[config.mk]
export PLATFORM = sky130hd
export DESIGN_NAME = video_regs_flat
export DESIGN_NICKNAME = d
export VERILOG_FILES = /design/src/hdl/video_pkg.sv /design/src/hdl/cpu_write_if.sv /design/src/hdl/video_regs.sv /design/src/flat_wrapper.sv
export SDC_FILE = /design/constraint.sdc
export NUM_CORES = 1
export LEC_CHECK = 0
export BUFFER_PORTS_ARGS = -buffer_cell sky130_fd_sc_hd__buf_4
export CORE_ASPECT_RATIO = 1.1
export CORE_MARGIN = 3
export CORE_UTILIZATION = 40
export DETAILED_ROUTE_END_ITERATION = 8
export PLACE_DENSITY = 0.71
export SLEW_MARGIN = 15
export SYNTH_ARGS = -nofsm -noshare
export SYNTH_HDL_FRONTEND = slang
export SYNTH_SLANG_ARGS = --single-unit
[constraint.sdc]
create_clock -name clk -period 4.6 [get_ports clk]
set_input_delay 1.38 -clock clk [delete_from_list [all_inputs] [get_ports clk]]
set_output_delay 1.38 -clock clk [all_outputs]
set_load 0.01 [all_outputs]
[src/hdl/video_pkg.sv]
package video_pkg;

  // ------------------------------
  // raster geometry
  // ------------------------------

  // visible area and blanking, in pixels per line and lines per frame
  localparam int h_visible = 320;
  localparam int h_blank = 40;
  localparam int v_visible = 240;
  localparam int v_blank = 2;

  // the raster never reaches line 255, so the interrupt stays quiet after reset
  localparam int irq_line_reset = 255;

  // ------------------------------
  // cpu address map
  // ------------------------------

  // region code lives in addr[23:20]
  typedef enum logic [3:0] {
    region_config  = 4'h0,
    region_texture = 4'h1,
    region_tilemap = 4'h2,
    region_palette = 4'h4,
    region_subpal  = 4'h5
  } region_t;

  // word indices inside the config region
  localparam int reg_scroll = 0;
  localparam int reg_irq_line = 1;

  // raster coordinates go negative while blanking
  typedef logic signed [9:0] xpos_t;
  typedef logic signed [8:0] ypos_t;

  // scroll offsets wrap at the tile map size of 512x256
  typedef logic [8:0] xofs_t;
  typedef logic [7:0] yofs_t;

  // one tile map cell, the sub-palette sits above the texture number
  typedef struct packed {
    logic [3:0] subpal;
    logic [7:0] tile;
  } tile_entry_t;

  typedef logic [1:0] texel_t;
  typedef logic [10:0] tilemap_addr_t;
  typedef logic [13:0] texture_addr_t;

  // colour path types, the sub-palette packs four global palette indices
  typedef logic [3:0] colour_idx_t;
  typedef logic [15:0] subpal_t;
  typedef logic [5:0] rgb_t;

endpackage
[src/hdl/cpu_write_if.sv]
`timescale 1ns/10ps

// write-only cpu bus shared by all storage blocks of the video engine
interface cpu_write_if;

  // write strobe, one cycle per transfer and never stalled
  logic valid;

  // byte enables, lane k covers wdata[8k+7:8k]
  logic [3:0] wstrb;

  // addr[23:20] picks the region and addr[15:2] is the word index
  logic [31:0] addr;
  logic [31:0] wdata;

  // every storage block only listens to the bus
  modport cpu_target (
    input valid,
    input wstrb,
    input addr,
    input wdata
  );

endinterface

[src/hdl/video_regs.sv]
`timescale 1ns/10ps

module video_regs (
  input  logic                  clk,
  input  logic                  resetn,
  cpu_write_if.cpu_target       cpu,
  input  logic                  advance,
  input  logic                  vblank,
  output video_pkg::xofs_t      xofs,
  output video_pkg::yofs_t      yofs,
  output video_pkg::ypos_t      irq_line
);

  // two 32-bit registers, word 0 is scroll and word 1 is the interrupt line
  logic [31:0] cfg_q [2];

  logic        cfg_sel;
  logic [13:0] word_idx;

  assign word_idx = cpu.addr[15:2];
  assign cfg_sel = cpu.valid &&
                   (video_pkg::region_t'(cpu.addr[23:20]) == video_pkg::region_config);

  // scroll layout keeps x in [8:0] and y in [23:16]
  always_ff @(posedge clk) begin
    if (!resetn) begin
      cfg_q[video_pkg::reg_scroll] <= '0;
      cfg_q[video_pkg::reg_irq_line] <= 32'(video_pkg::irq_line_reset);
      xofs <= '0;
      yofs <= '0;
    end else begin
      // each enabled byte lane updates its own slice of the addressed word
      if (cfg_sel && (word_idx < 14'd2)) begin
        for (int k = 0; k < 4; k++) begin
          if (cpu.wstrb[k]) begin
            cfg_q[word_idx[0]][8*k +: 8] <= cpu.wdata[8*k +: 8];
          end
        end
      end
      // active offsets only follow the register while the raster is off screen
      if (advance && vblank) begin
        xofs <= cfg_q[video_pkg::reg_scroll][8:0];
        yofs <= cfg_q[video_pkg::reg_scroll][23:16];
      end
    end
  end

  // the interrupt line is used straight from the register
  assign irq_line = video_pkg::ypos_t'(cfg_q[video_pkg::reg_irq_line][8:0]);

endmodule

[src/flat_wrapper.sv]
// flat-port wrapper written by rule: the top's interface ports become plain ports
module video_regs_flat 
  (clk, resetn, advance, vblank, xofs, yofs, irq_line, cpu_valid, cpu_wstrb, cpu_addr, cpu_wdata);
  cpu_write_if cpu_i ();
  input  logic clk;
  input  logic resetn;
  input  logic advance;
  input  logic vblank;
  output video_pkg::xofs_t xofs;
  output video_pkg::yofs_t yofs;
  output video_pkg::ypos_t irq_line;
  input wire logic [$bits(cpu_i.valid)-1:0] cpu_valid;
  input wire logic [$bits(cpu_i.wstrb)-1:0] cpu_wstrb;
  input wire logic [$bits(cpu_i.addr)-1:0] cpu_addr;
  input wire logic [$bits(cpu_i.wdata)-1:0] cpu_wdata;
  assign cpu_i.valid = cpu_valid;
  assign cpu_i.wstrb = cpu_wstrb;
  assign cpu_i.addr = cpu_addr;
  assign cpu_i.wdata = cpu_wdata;
  video_regs u_core (.clk(clk), .resetn(resetn), .cpu(cpu_i), .advance(advance), .vblank(vblank), .xofs(xofs), .yofs(yofs), .irq_line(irq_line));
endmodule
# --- Word level (Yosys, flattened, before mapping) ---
# Memories as Yosys holds them, arrays and structs flattened. A register that Yosys moved wholly into a read port is not among the register bits.
# Cells that the tools add are included.
word_totals:
  n_memories: 1
  output_inout_bits: 26
  register_bits: 0
  elab_cells: 28
  ram_bits: 64
  inputBits: 73
classes:
  n_mux: 20
  reduce_logical: 6
  order_cmp: 1
mem_list:
  columns: ["name", "depth", "word_bits", "rd", "rd_clocked_by_memory_dff", "wr", "line", "rtl"]
  rows:
  - ["u_core.cfg_q", 2, 32, 2, 1, 2, "video_regs.sv:15", "logic [31:0] cfg_q [2];"]
op_table:
  columns: ["op", "n"]
  rows:
  - ["32-bit 2-to-1 mux", 1]
  - ["32-bit OR reduction", 1]
  - ["1-bit 2-to-1 mux", 18]
  - ["14-bit by 2-bit less-than comparator with 1-bit output (second input constant)", 1]
  - ["4-bit logical NOT", 1]
  - ["4-bit 2-to-1 mux", 1]
  - ["1-bit logical AND", 3]
  - ["1-bit logical NOT", 1]

# --- Depth between registers and ports, before layout ---
depth:
  ltp_word: 8
  ltp_mapped: 5
  depth_no_buf: 3

# --- Worst setup path after synthesis ---
# Ideal clock, no wire load.
synth_timing:
  path_kind: "input port to flip-flop"
  start: "in cpu_addr[7]"
  end: "mem u_core.cfg_q[1][0] (enable)"
  arrival_ns: 2.688
  slack_ns: 1.526
  path_buffers: 1
  cell_stages: 4
  setup_ns: 0.387
  required_time_ns: 4.213
  path_cell_list: "nor4b_2 > nand3_1 > buf_2 > o31ai_1"
synth_rtl:
  columns: ["element", "line", "rtl"]
  rows:
  - ["start, declared", "flat_wrapper.sv:14", "input wire logic [$bits(cpu_i.addr)-1:0] cpu_addr;"]
  - ["end, declared", "video_regs.sv:15", null]

==> flow_summary.ini <==
[outcome]
status = complete, no violations

[timing]
period_needed_ps = 2870
setup_slack_ps = 1730
max_freq_mhz = 348.5
setup_tns_ps = 0
worst_pin_slew_ps = 551.2
relSlewSlack_pct = 63.25
skew_ps = 3.738
finalSetupViolCount = 0
rsz0062_at_grt = no
fin_crit_sh_pct = 62.38
final_hold_viol_count = 0
drv_slew = 0

[global_route]
busiest_layer = met2
track_usage_pct = 13.70
grt_start_max_net_pins = 24
antenna_found_initial = 0
globalRouteOverflowTotal = 0
grt_pass1_wl_um = 6003
gr-usage-met1_pct = 16.71
grt_pass1_vias = 1382
met3_usage_pct = 3.539
met2_usage_pct = 22.45

[cts]
cts_resized = 0
worstSkewPairLatency_ps = 290
numCtsBuffers = 5
tritoncts = built
clkTransAtPathRegs_ps = 80
postCtsSetupBuffers = 0
htree_levels = 2
clk_path_buf_depth = 2
cts.sinks = 43
ctsHoldBuffers = 0
cts_root_buf = clkbuf_8

[die]
ios = 99
num_rows = 25
fp.dieH_um = 77.19
core_area_um2 = 4379
fp.dieArea_um2 = 5459
start_util_pct = 42.09
die_w_um = 70.72

[route]
routed_wl_um = 3605
ant_nets = 0
drc = 0
vias = 1415
via_per_inst = 4.764
wire_per_inst_um = 12.14
drt_iter0_drc = 49
firstDrtPassIters = 4

[synth]
syn_area_um2 = 1843
synth_seq_area_share_pct = 60.83
ys_top_cells_by_area = edfxtp_1 42%, dfxtp_1 18%, nand2_1 7.5%
synth_warnings = 0
synth_edf_count = 26
async_flop_share_pct = 0
yosysTopAreaCell = edfxtp_1
synth_cell_types = 25
yosys_most_used_dff = edfxtp_1
synth.avg_cell_area_um2 = 10.72
syn-num-nets = 245
synth_cells = 172
netlist.area_leader.share_pct = 42.36
ys_ff_latch = 43

[flow_run]
maxCapViolCount = 0

[power_and_ir_drop]
power_leakage_nw = 1.004
p_per_area_nw_per_um2 = 299.3
vdd_drop_max_v = 0.0001920

[critical_path]
timing.rr.end = u_core.xofs[8]
ff2ff_path_depth = 2
end_kind = register
cp_num_buf_inv = 3
crit_path_frequent_cell = buf_4
cp.arrival_ps = 2870
crit_family = buffers and inverters
r2r_start = u_core.cfg_q[0][8]
path_max_fanout = 23
cpMaxStageDelayCell = nand3_1
path_class = primary input to register
cp_data_required_time_ps = 4600
startpoint_type = primary input
path_cells = buf_4 > nor4b_2 > nand3_1 > buf_4 > o21ai_0 > buf_4
critPathMaxStageDelay_ps = 360
rrSetupSlack_ps = 3950

[min_path]
hold_path_class = register to register
min_from = u_core.xofs[3]
holdPathStages = 2
min_to = u_core.xofs[3]

[cells_and_area]
final_nets = 315
drive_gt1_share_pct = 35.80
n_antenna_cell = 0
syn_to_final_growth_pct = 35.57

[place]
io_buffers = 68
dp.final_hpwl_um = 2783
gp_congestion = 0.7443
place_ws_ps = 1409
## cell usage in the layout (no fill, tap or decap)
master and n:
nor3_1 16, edfxtp_1 26, nor3_4 1, nor2b_1 4, clkinvlp_4 2, o21ai_0 4
nand3b_1 8, nor4b_2 2, dfxtp_1 17, nand4_2 2, nand3_1 3, nor4_4 1
nor2_1 2, inv_1 16, nand2_1 37, buf_4 72, and4_1 1, nand4_1 2
a21boi_0 17, clkinvlp_2 1, o31ai_1 1, clkbuf_8 5, nor4_1 1, and2_1 1
nor4_2 1
## where the power goes
part | internal (mW) | switching [mW] | total [mW] | leakage [nW]
sequential | 0.425 | 0.00679 | 0.432 | 0.390
clock | 0.105 | 0.126 | 0.231 | 0.0363
combinational | 0.0468 | 0.0382 | 0.0850 | 0.577
## metrics by stage
step / util, % / hold slack (ps) / power [mW] / cell area, um2 / instances
2_1_floorplan: - / 487.6 / 0.4718 / 1843 / 172
3_3_place_gp: 55.03 / 451.8 / 0.5255 / 2410 / 289
3_5_place_dp: 55.03 / 459.6 / 0.5271 / 2410 / 289
4_1_cts: 57.06 / 471.1 / 0.7529 / 2499 / 297
5_1_grt: 57.06 / 489.6 / 0.7746 / 2499 / 297
6_report: 57.06 / 465.0 / 0.7477 / 2499 / 297
## registers in the layout (all words and copies together) (netlist names)
| register | flops |
|---|---|
| u_core.xofs | 9 |
| u_core.cfg_q | 26 |
| u_core.yofs | 8 |
## routing by layer
layer  share of wire (%)  wire (um)  up-vias
met5                   0          0        -
met4                 1.6         57        0
met3                 6.5        236        5
met2                  49       1750       46
met1                  43       1560      632
li1                    -          -      732
## worst register-to-register path: stages (launching register included)
cell and delay [ps]:
edfxtp_1 400, nand2_1 70, a21boi_0 70
## cell usage after synthesis (2+ instances only)
library cell and number:
clkbuf_1 4, nor2_1 2, nor3_1 16, o21ai_0 4, nand2_1 37, nand4_1 2
nor4b_2 2, buf_2 3, nand3b_1 8, nand4_2 2, nand3_1 3, nor2b_1 4
edfxtp_1 26, inv_1 16, a21boi_0 17, dfxtp_1 17
## final cells by class
type	count	area, um2
fillers	413	1881
flip-flops and latches	43	1121
multi-input cells	104	620.6
repair buffers	72	540.5
clock buffers	5	68.82
well taps	54	67.56
inverters	16	60.06
clock inverters	3	20.02
## cell families (layout without fill, tap and decap cells)
logic type | after synthesis | after routing | share of synthesized area (%)
simple gates | 82 | 82 | 25.25
compound gates | 22 | 22 | 8.418
buf+inv | 25 | 96 | 5.499
flops | 43 | 43 | 60.83
## worst max path at each step
| stage | slack (ps) | startpoint | end | cells after the start |
|---|---|---|---|---|
| final | 1730 | resetn | u_core.cfg_q[0][22] | 6 |
| after global routing | 1560 | resetn | u_core.cfg_q[0][16] | 6 |
| after CTS | 1720 | resetn | u_core.cfg_q[0][16] | 6 |
| after detailed placement | 1410 | resetn | u_core.cfg_q[0][16] | 6 |
| after global placement | 1390 | resetn | u_core.cfg_q[0][4] | 6 |
| after floorplan | 1530 | cpu_addr[7] | u_core.cfg_q[1][0] | 4 |
No activity file was read; power rests on OpenSTA's default activity.
