===== config.mk =====
export PLATFORM = sky130hd
export DESIGN_NAME = colour_lookup_flat
export DESIGN_NICKNAME = d
export VERILOG_FILES = /design/src/hdl/video_pkg.sv /design/src/hdl/cpu_write_if.sv /design/src/hdl/colour_lookup.sv /design/src/flat_wrapper.sv
export SDC_FILE = /design/constraint.sdc
export NUM_CORES = 1
export LEC_CHECK = 0
export BUFFER_PORTS_ARGS = -buffer_cell sky130_fd_sc_hd__buf_2
export CAP_MARGIN = 25
export CORE_AREA = 2 2 222 224
export CTS_CLUSTER_SIZE = 14
export DETAILED_ROUTE_END_ITERATION = 7
export DIE_AREA = 0 0 224 226
export PLACE_DENSITY = 0.42
export REMOVE_ABC_BUFFERS = 1
export SYNTH_ARGS = -nofsm -noshare
export SYNTH_HDL_FRONTEND = slang
export SYNTH_SLANG_ARGS = --single-unit

===== constraint.sdc =====
create_clock -name clk -period 4.3 [get_ports clk]
set_input_delay 0.215 -clock clk [delete_from_list [all_inputs] [get_ports clk]]
set_output_delay 0.215 -clock clk [all_outputs]
set_load 0.01 [all_outputs]

===== src/hdl/video_pkg.sv =====
package video_pkg;

  // ------------------------------
  // raster geometry
  // ------------------------------

  // visible area and blanking, in pixels per line and lines per frame
  localparam int h_visible = 320;
  localparam int h_blank = 40;
  localparam int v_visible = 240;
  localparam int v_blank = 2;

  // the raster never reaches line 255, so the interrupt stays quiet after reset
  localparam int irq_line_reset = 255;

  // ------------------------------
  // cpu address map
  // ------------------------------

  // region code lives in addr[23:20]
  typedef enum logic [3:0] {
    region_config  = 4'h0,
    region_texture = 4'h1,
    region_tilemap = 4'h2,
    region_palette = 4'h4,
    region_subpal  = 4'h5
  } region_t;

  // word indices inside the config region
  localparam int reg_scroll = 0;
  localparam int reg_irq_line = 1;

  // raster coordinates go negative while blanking
  typedef logic signed [9:0] xpos_t;
  typedef logic signed [8:0] ypos_t;

  // scroll offsets wrap at the tile map size of 512x256
  typedef logic [8:0] xofs_t;
  typedef logic [7:0] yofs_t;

  // one tile map cell, the sub-palette sits above the texture number
  typedef struct packed {
    logic [3:0] subpal;
    logic [7:0] tile;
  } tile_entry_t;

  typedef logic [1:0] texel_t;
  typedef logic [10:0] tilemap_addr_t;
  typedef logic [13:0] texture_addr_t;

  // colour path types, the sub-palette packs four global palette indices
  typedef logic [3:0] colour_idx_t;
  typedef logic [15:0] subpal_t;
  typedef logic [5:0] rgb_t;

endpackage

===== src/hdl/cpu_write_if.sv =====
`timescale 1ns/10ps

// write-only cpu bus shared by all storage blocks of the video engine
interface cpu_write_if;

  // write strobe, one cycle per transfer and never stalled
  logic valid;

  // byte enables, lane k covers wdata[8k+7:8k]
  logic [3:0] wstrb;

  // addr[23:20] picks the region and addr[15:2] is the word index
  logic [31:0] addr;
  logic [31:0] wdata;

  // every storage block only listens to the bus
  modport cpu_target (
    input valid,
    input wstrb,
    input addr,
    input wdata
  );

endinterface


===== src/hdl/colour_lookup.sv =====
`timescale 1ns/10ps

module colour_lookup (
  input  logic                    clk,
  input  logic                    resetn,
  cpu_write_if.cpu_target         cpu,
  input  logic                    advance,
  input  video_pkg::texel_t       texel,
  input  video_pkg::colour_idx_t  subpal_sel,
  input  logic                    in_valid,
  input  logic                    in_sof,
  output logic                    pix_valid,
  output logic                    pix_sof,
  output video_pkg::rgb_t         pix_rgb
);

  // sixteen 4-colour sub-palettes pointing into a 16-entry global palette
  video_pkg::subpal_t sub_palette [16];
  video_pkg::rgb_t    palette [16];

  logic                   pal_sel;
  logic                   sub_sel;
  logic [3:0]             entry_idx;
  video_pkg::subpal_t     tile_subpal;
  video_pkg::colour_idx_t colour_idx;
  video_pkg::rgb_t        colour;

  assign entry_idx = cpu.addr[5:2];
  assign pal_sel = cpu.valid &&
                   (video_pkg::region_t'(cpu.addr[23:20]) == video_pkg::region_palette);
  assign sub_sel = cpu.valid &&
                   (video_pkg::region_t'(cpu.addr[23:20]) == video_pkg::region_subpal);

  // palette takes only the low six bits of lane 0, the sub-palette takes lanes 0 and 1
  always_ff @(posedge clk) begin
    if (pal_sel && cpu.wstrb[0]) begin
      palette[entry_idx] <= cpu.wdata[5:0];
    end
    if (sub_sel && cpu.wstrb[0]) begin
      sub_palette[entry_idx][7:0] <= cpu.wdata[7:0];
    end
    if (sub_sel && cpu.wstrb[1]) begin
      sub_palette[entry_idx][15:8] <= cpu.wdata[15:8];
    end
  end

  // texel n picks nibble n of the tile's sub-palette, which then indexes the palette
  assign tile_subpal = sub_palette[subpal_sel];
  assign colour_idx = tile_subpal[{texel, 2'b00} +: 4];
  assign colour = palette[colour_idx];

  // ------------------------------
  // output register
  // ------------------------------

  // the colour itself carries no reset, only the flags do
  always_ff @(posedge clk) begin
    if (advance) begin
      pix_rgb <= colour;
    end
  end

  always_ff @(posedge clk) begin
    if (!resetn) begin
      pix_valid <= 1'b0;
      pix_sof <= 1'b0;
    end else if (advance) begin
      pix_valid <= in_valid;
      pix_sof <= in_sof;
    end
  end

endmodule


===== src/flat_wrapper.sv =====
// flat-port wrapper written by rule: the top's interface ports become plain ports
module colour_lookup_flat 
  (clk, resetn, advance, texel, subpal_sel, in_valid, in_sof, pix_valid, pix_sof, pix_rgb, cpu_valid, cpu_wstrb, cpu_addr, cpu_wdata);
  cpu_write_if cpu_i ();
  input  logic clk;
  input  logic resetn;
  input  logic advance;
  input  video_pkg::texel_t texel;
  input  video_pkg::colour_idx_t subpal_sel;
  input  logic in_valid;
  input  logic in_sof;
  output logic pix_valid;
  output logic pix_sof;
  output video_pkg::rgb_t pix_rgb;
  input wire logic [$bits(cpu_i.valid)-1:0] cpu_valid;
  input wire logic [$bits(cpu_i.wstrb)-1:0] cpu_wstrb;
  input wire logic [$bits(cpu_i.addr)-1:0] cpu_addr;
  input wire logic [$bits(cpu_i.wdata)-1:0] cpu_wdata;
  assign cpu_i.valid = cpu_valid;
  assign cpu_i.wstrb = cpu_wstrb;
  assign cpu_i.addr = cpu_addr;
  assign cpu_i.wdata = cpu_wdata;
  colour_lookup u_core (.clk(clk), .resetn(resetn), .cpu(cpu_i), .advance(advance), .texel(texel), .subpal_sel(subpal_sel), .in_valid(in_valid), .in_sof(in_sof), .pix_valid(pix_valid), .pix_sof(pix_sof), .pix_rgb(pix_rgb));
endmodule

**Word level (Yosys, flattened, before mapping)**

Memories as Yosys holds them, arrays and structs flattened. A register that Yosys moved wholly into a read port is not among the register bits.
Index checks and enable logic that the tools add are counted.

- Bits in registers: 2
- Latch bits: 0
- Memory bits (writable): 352
- Bits in read-only memories: 0
- Bits of input ports: 80
- Word-level logic and storage cells: 18
- Memories kept: 2

Memory list:

| name | depth | bits a word | read ports | clocked after Yosys merged registers in | write ports | line | RTL |
|---|---|---|---|---|---|---|---|
| u_core.sub_palette | 16 | 16 | 1 | 0 | 1 | colour_lookup.sv:18 | `video_pkg::subpal_t sub_palette [16];` |
| u_core.palette | 16 | 6 | 1 | 1 | 1 | colour_lookup.sv:19 | `video_pkg::rgb_t palette [16];` |

- Add/subtract/negate cells: 0
- Multipliers: 0
- Div/mod/pow operators: 0
- $lt $le $gt $ge: 0
- Eq/ne operators: 2
- Shift-type cells: 1
- Muxes and demuxes: 6
- Bitwise operators: 0
- Reduce and logical (&&, ||, !) cells: 5

Operators by type and width:

| cell | count |
|---|---|
| 16-bit by 5-bit indexed part select with 4-bit output | 1 |
| 4-bit by 3-bit == test with 1-bit output (second input constant) | 2 |
| 1-bit two-way mux | 6 |
| 1-bit logical AND | 5 |

**Longest topological paths before layout**

- Word-level depth: 5
- Depth in mapped cells: 14
- Mapped depth without buffers: 8

**Least setup slack after synthesis**

Ideal clock, no wire load.

- Path kind: input-to-reg
- Start point: in subpal_sel[1]
- End point: reg u_core.pix_rgb[0] (read register of u_core.palette), data pin
- Setup time: 268 ps
- Data arrival time: 2,556 ps
- Required time: 4,032 ps
- Path slack: 1,476 ps
- Stages on the path: 8
- Path through: clkbuf_1 -> clkbuf_1 -> mux4_2 -> mux4_2 -> mux4_2 -> nand2b_1 -> a221o_1 -> nand4_1

- Word-level cells in the longest chain between the ends: 2

Ends and longest elaborated chain:

| item | line | RTL |
|---|---|---|
| start, declared | flat_wrapper.sv:9 | `input video_pkg::colour_idx_t subpal_sel;` |
| memory read 16 x 16 bit | - |  |
| 16-bit by 5-bit indexed part select with 4-bit output | colour_lookup.sv:49 | `assign colour_idx = tile_subpal[{texel, 2'b00} +: 4];` |
| end, declared | colour_lookup.sv:14 | `output video_pkg::rgb_t pix_rgb` |

No other way between the ends.
A chain may end at the register's enable or synchronous reset.

**Worst setup path after layout**

- Start point: mem u_core.sub_palette[9][9] (netlist bit)
- End point: reg u_core.pix_rgb[4] (read register of u_core.palette), data pin

- Word-level cells in the longest chain between the ends: 2

Ends and longest elaborated chain:

| item | line |
|---|---|
| start, declared | colour_lookup.sv:18 |
| memory read 16 x 16 bit | - |
| 16-bit by 5-bit indexed part select with 4-bit output | colour_lookup.sv:49 |

No other way between the ends.

==> flow_summary.json <==
{
  "hpwl_um": 22440,
  "cts_tree": "yes",
  "drive_gt1_share_pct": 24.77,
  "min_period_ps": 3186,
  "htreeDepth": 2,
  "yosysTopAreaCell": "edfxtp_1",
  "finClkSkew_ps": 24.22,
  "yosysMostFrequentCell": "edfxtp_1",
  "synth_warnings": 0,
  "startpoint_type": "flip-flop",
  "crit_required_ps": 4580,
  "fin_nets": 921,
  "endpoint_kind": "flip-flop",
  "rows": 81,
  "peakVddDrop_uv": 249.5,
  "gr-total-overflow": 0,
  "initial_core_util_pct": 29.74,
  "wl_per_cell_um": 23.48,
  "ioPinCount": 88,
  "n_antenna_cell": 0,
  "ant_nets": 0,
  "tightestPinTransition_ps": 1043,
  "pre_cts_ws_ps": 576.0,
  "powerDensity_mw_per_mm2": 457.0,
  "cts_max_path_buffers": 3,
  "synth_edf_count": 358,
  "r2r_slack_ps": 1110,
  "ys_types": 55,
  "period_share_pct": 74.10,
  "crit_fanout": 35,
  "holdWs_ps": 33.35,
  "synthTopCellsByCount": "358 x edfxtp_1, 66 x mux4_2, 57 x nor2_1",
  "post_cts_buffers": 0,
  "synth_flop_cell": "edfxtp_1",
  "max-cap-violations": 0,
  "gp_congestion": 0.7341,
  "tns_ps": 0,
  "synth_area_leaders": "edfxtp_1 75%, mux4_2 10%, nor2_1 1.5%, o211ai_1 1.2%, nand3_1 1.0%",
  "timing.final.max_slew_violations": 0,
  "clkLatencyLatePin_ps": 560,
  "grt_antenna_before_repair": 1,
  "min_path_type": "input pin to flip-flop",
  "first_iter_violations": 692,
  "outcome": "finished, final reports clean",
  "wl_um": 34980,
  "max_slew_margin_pct": 30.19,
  "grt_usage_pct": 14.15,
  "finalHoldViolations": 0,
  "setup_viol": 0,
  "synth_top_area_share_pct": 74.77,
  "cp.arrival_ps": 3470,
  "cts-root-buf": "clkbuf_16",
  "setup.worst_path.class": "flip-flop to flip-flop",
  "drt_first_pass_iters": 5,
  "syn_inst": 757,
  "avgSynthCellArea_um2": 18.99,
  "synth.yosys.seq_area_share_pct": 75.04,
  "async_flop_share_pct": 0,
  "p_total_uw": 7612,
  "dieArea_mm2": 0.05062,
  "vias": 7161,
  "setup_slack_ps": 1114,
  "instances_no_fill": 1490,
  "max_freq_mhz": 313.9,
  "syn_area_mm2": 0.01438,
  "area_delta_synth_final_pct": 15.84,
  "viasPerCell": 4.806,
  "core_area_mm2": 0.04834,
  "clk_pin_slew_ps": 60,
  "grt_pass1_vias": 7451,
  "numCtsBuffers": 42,
  "synth_seq_cells": 360,
  "dp.cells": 1407,
  "leakage_uw": 0.005298,
  "nFillCells": 4568,
  "port_buffers": 45,
  "grt_pass1_wl_um": 51540,
  "grt_max_degree": 36,
  "die-height_um": 226,
  "cts_sinks": 360,
  "rsz0062_at_grt": "no",
  "drc": 0,
  "die_w_um": 224
}
==> logic make-up (layout without fill, tap and decap cells) <==
kind of cell | Yosys count | in the layout | synth area share [%]
flip-flops | 360 | 360 | 75.04
AND/OR/NAND/NOR | 168 | 168 | 5.543
multiplexers | 89 | 89 | 12.49
AO/OA/AOI/OAI | 86 | 86 | 4.682
buffers and inverters | 54 | 165 | 2.245
==> critical path: stages, from the launching register on <==
cell and delay (ps):
edfxtp_1 340, mux4_1 530, a22o_1 220, a31oi_1 310, a21bo_2 220, buf_4 210, and2_1 150, buf_4 350
o211ai_1 160, a32oi_1 270, o211ai_1 150
==> registers in the layout, indices dropped and copies added, names as in the netlist <==
signal / count
u_core.palette: 96
u_core.pix_rgb: 6
u_core.pix_sof: 1
u_core.pix_valid: 1
u_core.sub_palette: 256
==> placed cells by master, fill, tap and decap left out, types with 3 or more instances in the layout <==
cell type	Yosys	routed
edfxtp_1	358	358
mux4_2	66	66
nor2_1	57	57
clkbuf_16	0	43
buf_2	5	43
nand2_1	38	38
nand3_1	29	29
buf_4	7	27
o211ai_1	23	23
a21oi_1	22	22
nor2b_1	14	14
inv_1	14	14
clkinv_1	0	14
mux2_2	11	11
a221o_1	10	10
mux2i_1	8	8
clkbuf_1	16	7
nand4_1	6	6
a22oi_1	5	5
mux4_1	4	4
a22o_1	4	4
and2_1	4	4
clkinv_2	0	4
dlygate4sd3_1	0	4
and3_1	3	3
nor3b_1	3	3
and3b_1	3	3
nand2b_1	3	3
==> report_power, final <==
part	switching, uW	total (uW)	internal, uW	leakage (uW)
Combinational	312	500	188	0.00146
Clock	1360	3230	1870	0.000595
Sequential	3.16	3880	3880	0.00324
Total	1680	7610	5940	0.00530
==> stage by stage <==
stage,instance area (um2),utilization (%)
CTS,16580,34.30
floorplan,14110,-
detailed placement,15320,31.70
global placement,15290,31.63
finish,16660,34.45
global route,16660,34.45
==> metal layers <==
layer,vias up,GRT usage (%),wire length (um)
met4,2,3.312,654
met1,3705,19.85,16410
met2,151,22.55,16270
li1,3244,-,-
met3,59,2.979,1639
met5,-,0,8
==> cell type report <==
class                           count  area, um2  area share (%)
Clock buffer                       50       1102           6.618
Clock inverter                     21      118.9          0.7136
Inverter                           14      52.55          0.3155
Multi-Input combinational cell    343       3266           19.61
Sequential cell                   360      10790           64.78
Tap cell                          622      778.2           4.672
Timing Repair Buffer               80      548.0           3.290
==> final timing paths <==
path | startpoint | endpoint | depth (start not counted)
max | u_core.sub_palette[9][9] | u_core.pix_rgb[4] | 10
min | cpu_wdata[11] | u_core.sub_palette[10][11] | 1
max reg2reg | u_core.sub_palette[9][9] | u_core.pix_rgb[4] | 10
min reg2reg | u_core.pix_valid | u_core.pix_valid | 2
==> what timing repair did <==
action                                 4_1_cts  5_1_grt
endpoints found under the hold margin        8        0
resized for setup                            0        0
hold buffers                                 4        0
Power figures use the tool's default switching activity.
