`src/hdl/video_pkg.sv`:
```
package video_pkg;

  // ------------------------------
  // raster geometry
  // ------------------------------

  // visible area and blanking, in pixels per line and lines per frame
  localparam int h_visible = 320;
  localparam int h_blank = 40;
  localparam int v_visible = 240;
  localparam int v_blank = 2;

  // the raster never reaches line 255, so the interrupt stays quiet after reset
  localparam int irq_line_reset = 255;

  // ------------------------------
  // cpu address map
  // ------------------------------

  // region code lives in addr[23:20]
  typedef enum logic [3:0] {
    region_config  = 4'h0,
    region_texture = 4'h1,
    region_tilemap = 4'h2,
    region_palette = 4'h4,
    region_subpal  = 4'h5
  } region_t;

  // word indices inside the config region
  localparam int reg_scroll = 0;
  localparam int reg_irq_line = 1;

  // raster coordinates go negative while blanking
  typedef logic signed [9:0] xpos_t;
  typedef logic signed [8:0] ypos_t;

  // scroll offsets wrap at the tile map size of 512x256
  typedef logic [8:0] xofs_t;
  typedef logic [7:0] yofs_t;

  // one tile map cell, the sub-palette sits above the texture number
  typedef struct packed {
    logic [3:0] subpal;
    logic [7:0] tile;
  } tile_entry_t;

  typedef logic [1:0] texel_t;
  typedef logic [10:0] tilemap_addr_t;
  typedef logic [13:0] texture_addr_t;

  // colour path types, the sub-palette packs four global palette indices
  typedef logic [3:0] colour_idx_t;
  typedef logic [15:0] subpal_t;
  typedef logic [5:0] rgb_t;

endpackage
```
`src/hdl/raster_timing.sv`:
```
`timescale 1ns/10ps

module raster_timing (
  input  logic             clk,
  input  logic             resetn,
  input  logic             advance,
  input  video_pkg::ypos_t irq_line,
  output video_pkg::xpos_t x,
  output video_pkg::ypos_t y,
  output logic             visible,
  output logic             sof,
  output logic             vblank,
  output logic             irq
);

  video_pkg::xpos_t x_next;
  video_pkg::ypos_t y_next;
  logic             y_step;

  // ------------------------------
  // next raster position
  // ------------------------------

  // x runs 0..319, jumps to -40 and counts up to -1 before the next line
  always_comb begin
    x_next = x + 10'sd1;
    y_next = y;
    y_step = 1'b0;
    if (x == video_pkg::xpos_t'(video_pkg::h_visible - 1)) begin
      x_next = video_pkg::xpos_t'(-video_pkg::h_blank);
    end else if (x == -10'sd1) begin
      x_next = '0;
      y_step = 1'b1;
      // after the last visible line y drops into the two blank lines
      if (y == video_pkg::ypos_t'(video_pkg::v_visible - 1)) begin
        y_next = video_pkg::ypos_t'(-video_pkg::v_blank);
      end else begin
        y_next = y + 9'sd1;
      end
    end
  end

  // counters and irq only move when the pipeline moves
  always_ff @(posedge clk) begin
    if (!resetn) begin
      x <= '0;
      y <= '0;
      irq <= 1'b0;
    end else begin
      irq <= 1'b0;
      if (advance) begin
        x <= x_next;
        y <= y_next;
        // y is only compared on the step where it changes so the pulse fires once
        irq <= y_step && (y_next == irq_line);
      end
    end
  end

  // ------------------------------
  // position flags
  // ------------------------------

  // the sign bits mark blanking in either direction
  assign visible = !x[9] && !y[8];
  assign vblank = y[8];

  // first pixel of a frame
  assign sof = (x == '0) && (y == '0);

endmodule

```
`config.mk`:
```
export PLATFORM = sky130hd
export DESIGN_NAME = raster_timing
export DESIGN_NICKNAME = d
export VERILOG_FILES = /design/src/hdl/video_pkg.sv /design/src/hdl/raster_timing.sv
export SDC_FILE = /design/constraint.sdc
export NUM_CORES = 1
export LEC_CHECK = 0
export BUFFER_PORTS_ARGS = -buffer_cell sky130_fd_sc_hd__buf_4
export CAP_MARGIN = 20
export CORE_UTILIZATION = 40
export CTS_CLUSTER_SIZE = 20
export DETAILED_ROUTE_END_ITERATION = 16
export GPL_TIMING_DRIVEN = 1
export MAX_ROUTING_LAYER = met4
export PLACE_DENSITY = 0.62
export SETUP_SLACK_MARGIN = 0.1
export SYNTH_ARGS = -nofsm -noshare
export SYNTH_HDL_FRONTEND = slang
export SYNTH_SLANG_ARGS = --single-unit
```
`constraint.sdc`:
```
create_clock -name clk -period 6.5 [get_ports clk]
set_clock_uncertainty 0.1 [all_clocks]
set_input_delay 0.975 -clock clk [delete_from_list [all_inputs] [get_ports clk]]
set_output_delay 0.975 -clock clk [all_outputs]
set_load 0.01 [all_outputs]
```
[Word level (Yosys, flattened, before mapping)]
Index checks and enable logic that the tools add are counted.
Cells by class
  shifts and indexed selects: 0
  equality and inequality tests: 4
  bitwise operators: 0
  add/sub/neg operators: 2
  $lt $le $gt $ge: 0
  multipliers: 0
  div/mod/pow operators: 0
  muxes and demuxes: 7
  reduce and logical (&&, ||, !) cells: 8
Operators with widths (number)
  $mux W9: 3
  $mux W10: 2
  $add A10 B2 Y10 const B: 1
  $eq A10 B1 Y1 const B: 1
  $eq A10 B10 Y1 const B: 1
  $logic_not A10 Y1: 1
  $add A9 B2 Y9 const B: 1
  $eq A9 B9 Y1: 1
  $eq A9 B9 Y1 const B: 1
  $logic_not A9 Y1: 1
  $logic_and A1 B1 Y1: 3
  $logic_not A1 Y1: 2
  $mux W1: 2
  $reduce_and A2 Y1: 1
Word-level totals
  memories kept: 0
  bits in latches: 0
  word-level logic and storage cells: 24
  bits in writable memories: 0
  input port bits: 12
  memory bits (read-only): 0
  output and inout port bits: 23
  register bits after elaboration: 20

[Depth between registers and ports, before layout]
Gate-level depths: netlist of run 1.
  depth in word-level cells: 6
  mapped depth: 9
  mapped depth without buffers: 7

[Worst setup path before layout of run 1]
No wires, ideal clock.
  kind: register -> output
  from: register y[3]
  to: output sof
  data arrival time: 1267 ps
  path slack: 4158 ps
  stages on the path, launching flop included: 5
  data required time: 5425 ps
  path buffers: 1
  cell sequence: dfxtp_1 clkbuf_1 nor4_1 nand2_1 nor4_1
Between the ends
  longest elaborated chain between the ends: 2
RTL lines
  start, declared: line raster_timing.sv:9  | output video_pkg::ypos_t y,
  start signal, assigned: line raster_timing.sv:53  | y <= y_next;
  $logic_not A9 Y1: line raster_timing.sv:69  | assign sof = (x == '0) && (y == '0);
  $logic_and A1 B1 Y1: line raster_timing.sv:69
  end, declared: line raster_timing.sv:11  | output logic sof,
No other way between the ends.

[Worst setup path in the final report of run 1]
  from: register y[7]
  to: output sof
The elaborated chain is that of the path after synthesis.

==> results of run 1 <==
[layer usage]
layer  routed length (um)  up-vias
li1                     -      697
met1                 1651      687
met2                 1715       46
met3                  178        7
met4                   63        0
met5                    0        -
[logic make-up (layout without fill, tap and decap cells)]
kind of cell    after synthesis  in the layout  share of synthesized area, %
compound gates               35             35                         15.52
simple gates                 79             79                         32.38
fa+ha+maj                     4              4                         3.588
mux                           6              6                         4.305
flops                        20             20                         28.70
xor+xnor                     14             14                         8.789
buf+inv                      20             47                         6.726
[final cells by class]
class	count	area [um2]	share of cell area (%)
inverter	9	33.78	2.006
clock buffer	4	36.28	2.155
timing repair buffer	34	255.2	15.16
tap	46	57.56	3.418
sequential	20	400.4	23.77
multi-input combinational	138	900.9	53.49
[power groups by stage]
stage          Sequential (mW)  Combinational, mW  Clock [mW]
2_1_floorplan            0.128             0.0106           0
3_3_place_gp             0.128             0.0224           0
3_5_place_dp             0.128             0.0230           0
4_1_cts                  0.125             0.0231      0.0771
5_1_grt                  0.125             0.0249      0.0805
6_report                 0.125             0.0226      0.0757
[tightest hold or removal path: cells and delay by family (launching register included)]
kind,cells,cell delay [ns]
DFF,1,0.39
and+or+nand+nor,1,0.08
AOI/OAI and AO/OA,1,0.05
[synthesized netlist by cell type (2+ instances only)]
| cell type | instances |
|---|---|
| mux2i_1 | 6 |
| and4_1 | 4 |
| xor2_1 | 5 |
| nor4_1 | 4 |
| nand4_1 | 4 |
| dfxtp_1 | 20 |
| a311oi_1 | 3 |
| and3_1 | 7 |
| buf_6 | 2 |
| nor3_1 | 4 |
| and2_1 | 3 |
| nand2_1 | 17 |
| clkbuf_1 | 8 |
| ha_1 | 4 |
| xnor2_1 | 9 |
| o21ai_0 | 7 |
| or3_1 | 2 |
| nor2_1 | 14 |
| nor3b_1 | 3 |
| inv_1 | 8 |
| a21oi_1 | 13 |
| a31oi_1 | 6 |
| nand3_1 | 9 |
[flip-flops by register name, indices dropped and copies added, names as in the netlist]
register and cells:
x 10, irq 1, y 9
[metrics by stage]
step	setup WS (ns)	hold slack [ns]	utilization [%]	instance area [um2]	instances
finish	3.812	0.4601	50.47	1684	251
global route	3.595	0.5020	50.47	1684	251
CTS	3.731	0.4608	50.47	1684	251
detailed placement	3.738	0.4441	49.38	1648	247
global placement	3.841	0.4317	49.38	1648	247
floorplan	4.158	0.4349	-	1395	178
[cell usage in the layout (no fill, tap or decap), drive strengths merged, types with 4 or more instances in the layout]
cell and n:
inv 8, nor4 5, mux2i 6, xnor2 9, xor2 5, buf 34, nor3 5, dfxtp 20
nand2 17, nand3 10, o21ai 7, clkbuf 4, nor2 15, a31oi 6, and4 5, and3 7
ha 4, a21oi 13, nand4 4
[how the worst max path moves through the flow]
stage	from	end	slack, ns	cells past startpoint
2_1_floorplan	y[3]	sof	4.16	4
3_3_place_gp	advance	irq	3.84	6
3_5_place_dp	advance	irq	3.74	6
4_1_cts	y[7]	sof	3.73	4
5_1_grt	x[0]	irq	3.59	7
6_report	y[7]	sof	3.81	4
==> impl_metrics.json, run 1 <==
{
  "run_status": "finished, final reports clean",
  "initial_core_util_pct": 41.81,
  "criticalPathCategory": "reg2out",
  "routed_via_density": 5.725,
  "core.rowCount": 21,
  "final_critical_path_time_including_i_o_delays_and_setup_ns": 2.688,
  "hold-path-cell-count": 2,
  "synth_area_per_cell_um2": 7.838,
  "postRouteAntennaNets": 0,
  "chipHeight_um": 61.06,
  "timing.critical_path.arrival_ns": 1.61,
  "period_share_pct": 41.35,
  "worstSetupEndpointType": "output pin",
  "antenna_found_initial": 0,
  "syn_nets": 194,
  "reg2reg_from": "x[0]",
  "critPathSlowestCell": "dfxtp_1",
  "clkSlewWorstSetupHoldPaths_ns": 0.13,
  "synth_edf_count": 0,
  "worst_path_cell_chain": "nor4_1 > nand2_1 > nor4_1 > buf_4",
  "timing_worst_slew_pin_value_ns": 0.5714,
  "power.clock.fraction_pct": 33.9,
  "grt_pass1_wl_um": 5968,
  "timing.slew.headroom_pct": 61.82,
  "timing.critical_path.fanout_max": 9,
  "globalplace.congestion": 0.9308,
  "maxCapViolations": 0,
  "grt.overflow.total": 0,
  "launching_element_type_of_the_critical_path": "flip-flop",
  "num_antenna_cells": 0,
  "design.die.area_um2": 3728,
  "synth.cell_area_um2": 1395,
  "worst_path_most_repeated_cell": "nor4_1",
  "hp-start": "y[0]",
  "ys.flop_type": "dfxtp_1",
  "cellPowerDensity_nw_per_um2": 132.6,
  "cts_inserted_buffers": 3,
  "port_buffers": 34,
  "floorplan.core_area_um2": 3337,
  "route.detailed.drc": 0,
  "drive_gt1_share_pct": 21.46,
  "timing.critical_path.max_delay_family": "simple AND/OR/NAND/NOR gates",
  "hpwlAfterDp_um": 2703,
  "cts_sinks": 20,
  "route.detailed.wl_per_inst_um": 14.38,
  "whs_endpoint": "y[0]",
  "cts_tree": "built",
  "yosys.cell_types.count": 39,
  "track_usage_pct": 22.14,
  "crit_path_max_incr_delay_ns": 0.44,
  "i_o_pin_total": 35,
  "nNetsFinal": 222,
  "ys_seq_area_share_pct": 28.70,
  "cts.htree.levels": 1,
  "post-cts-setup-buffers": 0,
  "postCtsResizedCells": 0,
  "worst_skew_pair.late_latency_ns": 0.31,
  "grt_pass1_vias": 1359,
  "maxSlewViolCount": 0,
  "cts.path.max_buffers": 2,
  "filler_cell_count": 333,
  "grt_max_degree": 16,
  "wirelength_um": 3609,
  "grt_setup_unrepaired": "no",
  "cell_internal_pwr_uw": 169.0,
  "grt_busiest_layer": "met2",
  "crit_buf_inv": 1,
  "max_clock_freq_mhz": 372.0,
  "cts_hold_buf": 0,
  "top_cells_by_area_in_the_synthesized_netlist": "dfxtp_1 29%, xnor2_1 5.7%, a21oi_1 4.7%",
  "timing.critical_path.required_ns": 5.42,
  "ff2ff_path_depth": 7,
  "grt_use_met3_pct": 3.571,
  "netlist.top_cell.by_area": "dfxtp_1",
  "irDropWorstVdd_v": 0.00008114,
  "r2r_slack_ns": 3.83,
  "regToRegEndpoint": "irq",
  "yosys.area.top_type_share_pct": 28.70,
  "switchingPower_uw": 54.41,
  "dieWidth_um": 61.06,
  "syn-instance-count": 178,
  "synth-async-reset-ratio_pct": 0,
  "total_power_uw": 223.4,
  "detail_route.iter0.violations": 66,
  "via_count": 1437,
  "totalNegativeSetupSlack_ns": 0,
  "cts.root.buffer_cell": "clkbuf_4",
  "power.combinational.fraction_pct": 10.1,
  "yosysWarningCount": 0,
  "cellLeakagePower_nw": 0.6927,
  "worst_min_delay_path_class": "reg2reg",
  "grt_use_met2_pct": 34.47,
  "setup_violations": 0,
  "hold_viol": 0,
  "detail_route.first_pass.iterations": 4,
  "p_sw_share_pct": 24.36,
  "use_met1_pct": 28.16,
  "register_share_of_total_power_pct": 56.0,
  "ys_seq_elements": 20,
  "area_growth_pct": 20.72
}
Note: power is estimated with default switching activity, not from simulation.
==> run 2, diff against run 1 <==
- clock period: 6.5 -> 2.6 ns (I/O delays scaled with it)
==> run 2 against run 1 <==
  * Cell count rose by 2.0%
  * Sequential power up 150%
  * Total power up 130%
  * Global-route usage is 0.21 points lower
  * Die area unchanged
  * Critical path depth increased by 3
  * Sequential share of layout area shrank 0.44 points
  * Via count down 0.63%
  * Combinational power grew to 2.7 times the previous value
  * Routed wire length up 2.1%
==> impl_metrics.json, run 2 (synthesized netlist as in run 1, its figures left out) <==
{
  "cts_inserted_buffers": 3,
  "maxCapViolations": 0,
  "routed_via_density": 5.578,
  "track_usage_pct": 21.93,
  "final_critical_path_time_including_i_o_delays_and_setup_ns": 2.349,
  "detail_route.first_pass.iterations": 4,
  "route.detailed.drc": 0,
  "grt_max_degree": 15,
  "crit_path_max_incr_delay_ns": 0.56,
  "initial_core_util_pct": 41.81,
  "detail_route.iter0.violations": 65,
  "drive_gt1_share_pct": 25.71,
  "worst_min_delay_path_class": "in2reg",
  "dieWidth_um": 61.06,
  "cellLeakagePower_nw": 0.7189,
  "cts.htree.levels": 1,
  "antenna_found_initial": 0,
  "maxSlewViolCount": 0,
  "grt_setup_unrepaired": "no",
  "setup_violations": 0,
  "irDropWorstVdd_v": 0.0002117,
  "max_clock_freq_mhz": 425.8,
  "floorplan.core_area_um2": 3337,
  "timing.slew.headroom_pct": 69.97,
  "worstSetupEndpointType": "flip-flop",
  "hold_viol": 0,
  "cts.root.buffer_cell": "clkbuf_4",
  "placement.cell_area_um2": 1693,
  "crit_buf_inv": 0,
  "launching_element_type_of_the_critical_path": "flip-flop",
  "grt.overflow.total": 0,
  "mostFrequentLayoutCell": "buf_4",
  "grt_pass1_wl_um": 5899,
  "postRouteAntennaNets": 0,
  "timing_worst_slew_pin_value_ns": 0.4498,
  "critPathSlowestCell": "or4_1",
  "largest_register_ff_count": 10,
  "globalplace.congestion": 0.8895,
  "worst_skew_pair.late_latency_ns": 0.30,
  "layout.cells.most_common_list": "40 x buf_4, 18 x dfxtp_1, 17 x nand2_1",
  "post-cts-setup-buffers": 0,
  "chipHeight_um": 61.06,
  "period_share_pct": 90.34,
  "top_reg_by_flops": "x",
  "cts_sinks": 20,
  "via_count": 1428,
  "reg2reg_from": "x[0]",
  "cellPowerDensity_nw_per_um2": 301.1,
  "hp-start": "resetn",
  "port_buffers": 34,
  "timing.critical_path.required_ns": 2.73,
  "clkSlewWorstSetupHoldPaths_ns": 0.11,
  "totalNegativeSetupSlack_ns": 0,
  "detailedPlace.worstSlack_ns": 0.1871,
  "worst_path_cell_chain": "ha_1 > and4_2 > nand3_4 > nor3_4 > o311ai_1 > or4_1 > nor4_2",
  "criticalPathCategory": "reg2reg",
  "area_growth_pct": 23.77,
  "timing.critical_path.fanout_max": 7,
  "layout.cells.non_filler": 256,
  "r2r_slack_ns": 0.25,
  "wirelength_um": 3686,
  "timing.critical_path.max_delay_family": "simple AND/OR/NAND/NOR gates",
  "core.rowCount": 21,
  "timing.critical_path.arrival_ns": 2.48,
  "cts.path.max_buffers": 2,
  "largest_registers_in_the_final_layout": "x x10, y x9, irq x1",
  "design.die.area_um2": 3728,
  "fin_area_um2": 1727,
  "filler_cell_count": 341,
  "layout_setup_ws_ns": 0.2512,
  "nNetsFinal": 228,
  "hpwlAfterDp_um": 2755,
  "crit_start": "x[0]",
  "i_o_pin_total": 35,
  "route.detailed.wl_per_inst_um": 14.40,
  "num_antenna_cells": 0,
  "cts_tree": "built",
  "place_inst": 253,
  "grt_pass1_vias": 1304,
  "run_status": "finished, final reports clean"
}
==> run 2: changes by cell type in the layout (fill, tap and decap cells not counted), sizes merged <==
cell | previous run | this run
clkbuf | 4 | 3
buf | 34 | 40
==> run 2: per-layer routing <==
layer  vias to the layer above  track usage, %  routed length [um]
met3                         5           2.101                 136
met4                         0           7.468                  47
met5                         -               -                   0
li1                        711               -                   -
met2                        33           36.02                1734
met1                       679           28.17                1767
==> run 2: worst reg2reg max path: cells and delay by family, from the launching register on <==
kind                       cells  cell delay [ns]
AOI/OAI and AO/OA              1             0.10
adders and majority gates      1             0.22
DFF                            1             0.40
and+or+nand+nor                5             1.46
==> run 2: what timing repair did <==
item,in CTS,in global routing
setup endpoints to repair,0,2
hold buffers,0,0
resized for setup,0,5
endpoints found under the hold margin,0,0
==> run 2: metrics by stage <==
stage	utilization, %	hold WS (ns)	total power, mW
floorplan	-	0.4092	0.3463
global placement	50.73	0.4187	0.3772
detailed placement	50.73	0.4285	0.3783
CTS	51.41	0.2362	0.5276
global route	51.74	0.2440	0.5485
finish	51.74	0.2442	0.5199
==> run 2: cell type report <==
class	count	area [um2]	area share, %
multi-input cells	138	909.6	52.68
flip-flops and latches	20	402.9	23.33
repair buffers	40	300.3	17.39
well taps	46	57.56	3.333
inverters	9	33.78	1.957
clock buffers	3	22.52	1.304
==> run 2: where the power goes <==
| group | switching [mW] | internal [mW] |
|---|---|---|
| registers | 0.00318 | 0.309 |
| clock network | 0.0936 | 0.0541 |
| logic | 0.0302 | 0.0297 |
==> run 2: path summary, 6_finish.rpt <==
| path | to | cells past startpoint |
|---|---|---|
| setup / recovery | irq | 7 |
| hold / removal | x[1] | 2 |
| setup reg to reg | irq | 7 |
| hold reg to reg | y[0] | 2 |
==> run 3, diff against run 2 <==
- ABC_AREA: unset -> 1
- CORE_MARGIN: unset -> 10
- PLACE_DENSITY: 0.62 -> 0.61
- SLEW_MARGIN: unset -> 15
==> run 3 against run 2 <==
  * Synthesized cell count up 30%
  * Clock power up 68%
  * Die area up 80%
  * Critical endpoint is now sof
  * Largest cell class unchanged
==> impl_metrics.json, run 3 <==
{
  "via_count": 1573,
  "num_antenna_cells": 0,
  "yosys.cell_types.count": 34,
  "totalNegativeSetupSlack_ns": 0,
  "hold-path-cell-count": 2,
  "grt_busiest_layer": "met2",
  "design.die.area_um2": 6728,
  "hp-start": "advance",
  "antenna_found_initial": 0,
  "final_critical_path_time_including_i_o_delays_and_setup_ns": 2.047,
  "critPathSlowestCell": "dfxtp_1",
  "period_share_pct": 78.74,
  "cts_inserted_buffers": 3,
  "grt_use_met3_pct": 3.057,
  "ff2ff_path_depth": 10,
  "postRouteAntennaNets": 0,
  "irDropWorstVdd_v": 0.0001616,
  "cts.root.buffer_cell": "clkbuf_8",
  "cts_tree": "built",
  "drive_gt1_share_pct": 24.34,
  "hpwlAfterDp_um": 3382,
  "core.rowCount": 22,
  "ys_seq_area_share_pct": 26.02,
  "timing.critical_path.required_ns": 2.11,
  "worst_min_delay_path_class": "in2reg",
  "cts_hold_buf": 0,
  "timing_worst_slew_pin_value_ns": 0.5603,
  "detailedPlace.worstSlack_ns": 0.7542,
  "track_usage_pct": 13.49,
  "ys_seq_elements": 20,
  "top_reg_by_flops": "x",
  "timing.critical_path.fanout_max": 6,
  "cts.path.max_buffers": 2,
  "synth_edf_count": 0,
  "layout.cells.most_common_list": "57 x nand2_1, 34 x buf_4, 29 x inv_1",
  "layout_setup_ws_ns": 0.5526,
  "routed_via_density": 4.994,
  "post_synth_most_frequent_cells": "57 x nand2_1, 29 x inv_1, 26 x nor2_1",
  "chipHeight_um": 82.03,
  "r2r_slack_ns": 0.70,
  "worst_path_cell_chain": "inv_1 > ha_1 > nand3_1 > nor4_1 > buf_4",
  "route.detailed.wl_per_inst_um": 13.89,
  "criticalPathCategory": "reg2out",
  "syn_nets": 247,
  "ys.flop_type": "dfxtp_1",
  "detail_route.first_pass.iterations": 5,
  "setup_violations": 0,
  "grt_use_met2_pct": 19.28,
  "cellLeakagePower_nw": 0.9102,
  "route.detailed.drc": 0,
  "regToRegEndpoint": "x[0]",
  "grt_setup_unrepaired": "no",
  "mostFrequentLayoutCell": "nand2_1",
  "yosys.area.top_type_share_pct": 26.02,
  "netlist.top_cell.by_area": "dfxtp_1",
  "synth_area_per_cell_um2": 6.662,
  "area_growth_pct": 23.33,
  "crit_path_max_incr_delay_ns": 0.36,
  "synth-async-reset-ratio_pct": 0,
  "synth.cell_area_um2": 1539,
  "timing.critical_path.max_delay_family": "simple AND/OR/NAND/NOR gates",
  "cellPowerDensity_nw_per_um2": 327.5,
  "cts_sinks": 20,
  "final_core_utilization_pct": 51.46,
  "floorplan.core_area_um2": 3689,
  "filler_cell_count": 372,
  "cell_with_the_most_instances_after_synthesis": "nand2_1",
  "launching_element_type_of_the_critical_path": "flip-flop",
  "globalplace.congestion": 0.8930,
  "cts.htree.levels": 1,
  "i_o_pin_total": 35,
  "grt_pass1_wl_um": 7031,
  "grt.overflow.total": 0,
  "top_cells_by_area_in_the_synthesized_netlist": "dfxtp_1 26%, nand2_1 14%, nand3_1 7.5%",
  "initial_core_util_pct": 41.72,
  "maxSlewViolCount": 0,
  "worstSetupEndpointType": "output pin",
  "grt_pass1_vias": 1488,
  "largest_register_ff_count": 10,
  "final-seq-area_um2": 400.4,
  "largest_registers_in_the_final_layout": "x x10, y x9, irq x1",
  "whs_endpoint": "x[2]",
  "grt_max_degree": 14,
  "crit_buf_inv": 2,
  "run_status": "finished, final reports clean",
  "timing.critical_path.arrival_ns": 1.56,
  "syn-instance-count": 231,
  "detail_route.iter0.violations": 146,
  "yosysWarningCount": 0,
  "multiInputGateArea_um2": 1007,
  "hold_viol": 0,
  "worst_skew_pair.late_latency_ns": 0.26,
  "nNetsFinal": 284,
  "max_clock_freq_mhz": 488.4,
  "post-cts-setup-buffers": 0,
  "reg2reg_from": "x[0]",
  "dieWidth_um": 82.03,
  "timing.slew.headroom_pct": 62.55,
  "use_met1_pct": 17.78,
  "port_buffers": 34,
  "clkSlewWorstSetupHoldPaths_ns": 0.08,
  "wirelength_um": 4376,
  "postCtsResizedCells": 0,
  "maxCapViolations": 0
}
## run 3: kinds of logic after synthesis
group	Yosys count	share of synthesized area [%]
xor gates and xnor gates	5	2.845
and+or+nand+nor	139	47.72
DFF	20	26.02
adders and majority gates	4	3.252
AOI/OAI and AO/OA	29	11.63
buffers and inverters	34	8.536
## run 3: routing by layer
| metal | vias up | routed length, um |
|---|---|---|
| li1 | 827 | - |
| met4 | 0 | 92 |
| met1 | 681 | 2182 |
| met5 | - | 0 |
| met2 | 53 | 1832 |
| met3 | 12 | 269 |
## run 3: how the worst max path moves through the flow
stage / startpoint / to / cells past startpoint
detailed placement: y[0] / irq / 11
floorplan: x[0] / irq / 11
CTS: y[0] / sof / 5
finish: y[0] / sof / 5
global route: y[0] / sof / 5
global placement: y[0] / irq / 11
## run 3: area by class of cell
type                            instances  share of cell area [%]
Sequential cell                        20                   21.09
Clock buffer                            4                   2.900
Tap cell                               48                   3.164
Inverter                               32                   6.328
Multi-Input combinational cell        177                   53.07
Timing Repair Buffer                   34                   13.45
## run 3: per-stage QoR
stage,instances,area [um2],power [mW],hold WS [ns]
6_report,315,1898,0.6215,0.2809
5_1_grt,315,1898,0.6424,0.2867
4_1_cts,315,1898,0.6283,0.2753
3_5_place_dp,311,1843,0.3788,0.4394
3_3_place_gp,311,1843,0.3789,0.4387
2_1_floorplan,231,1539,0.3473,0.4068
## run 3: report_power, final
part	leakage, nW	internal (mW)	switching (mW)	total, mW
Combinational	0.720	0.0274	0.0337	0.0611
Sequential	0.161	0.309	0.00243	0.311
Clock	0.0288	0.135	0.114	0.249
Total	0.910	0.471	0.150	0.622
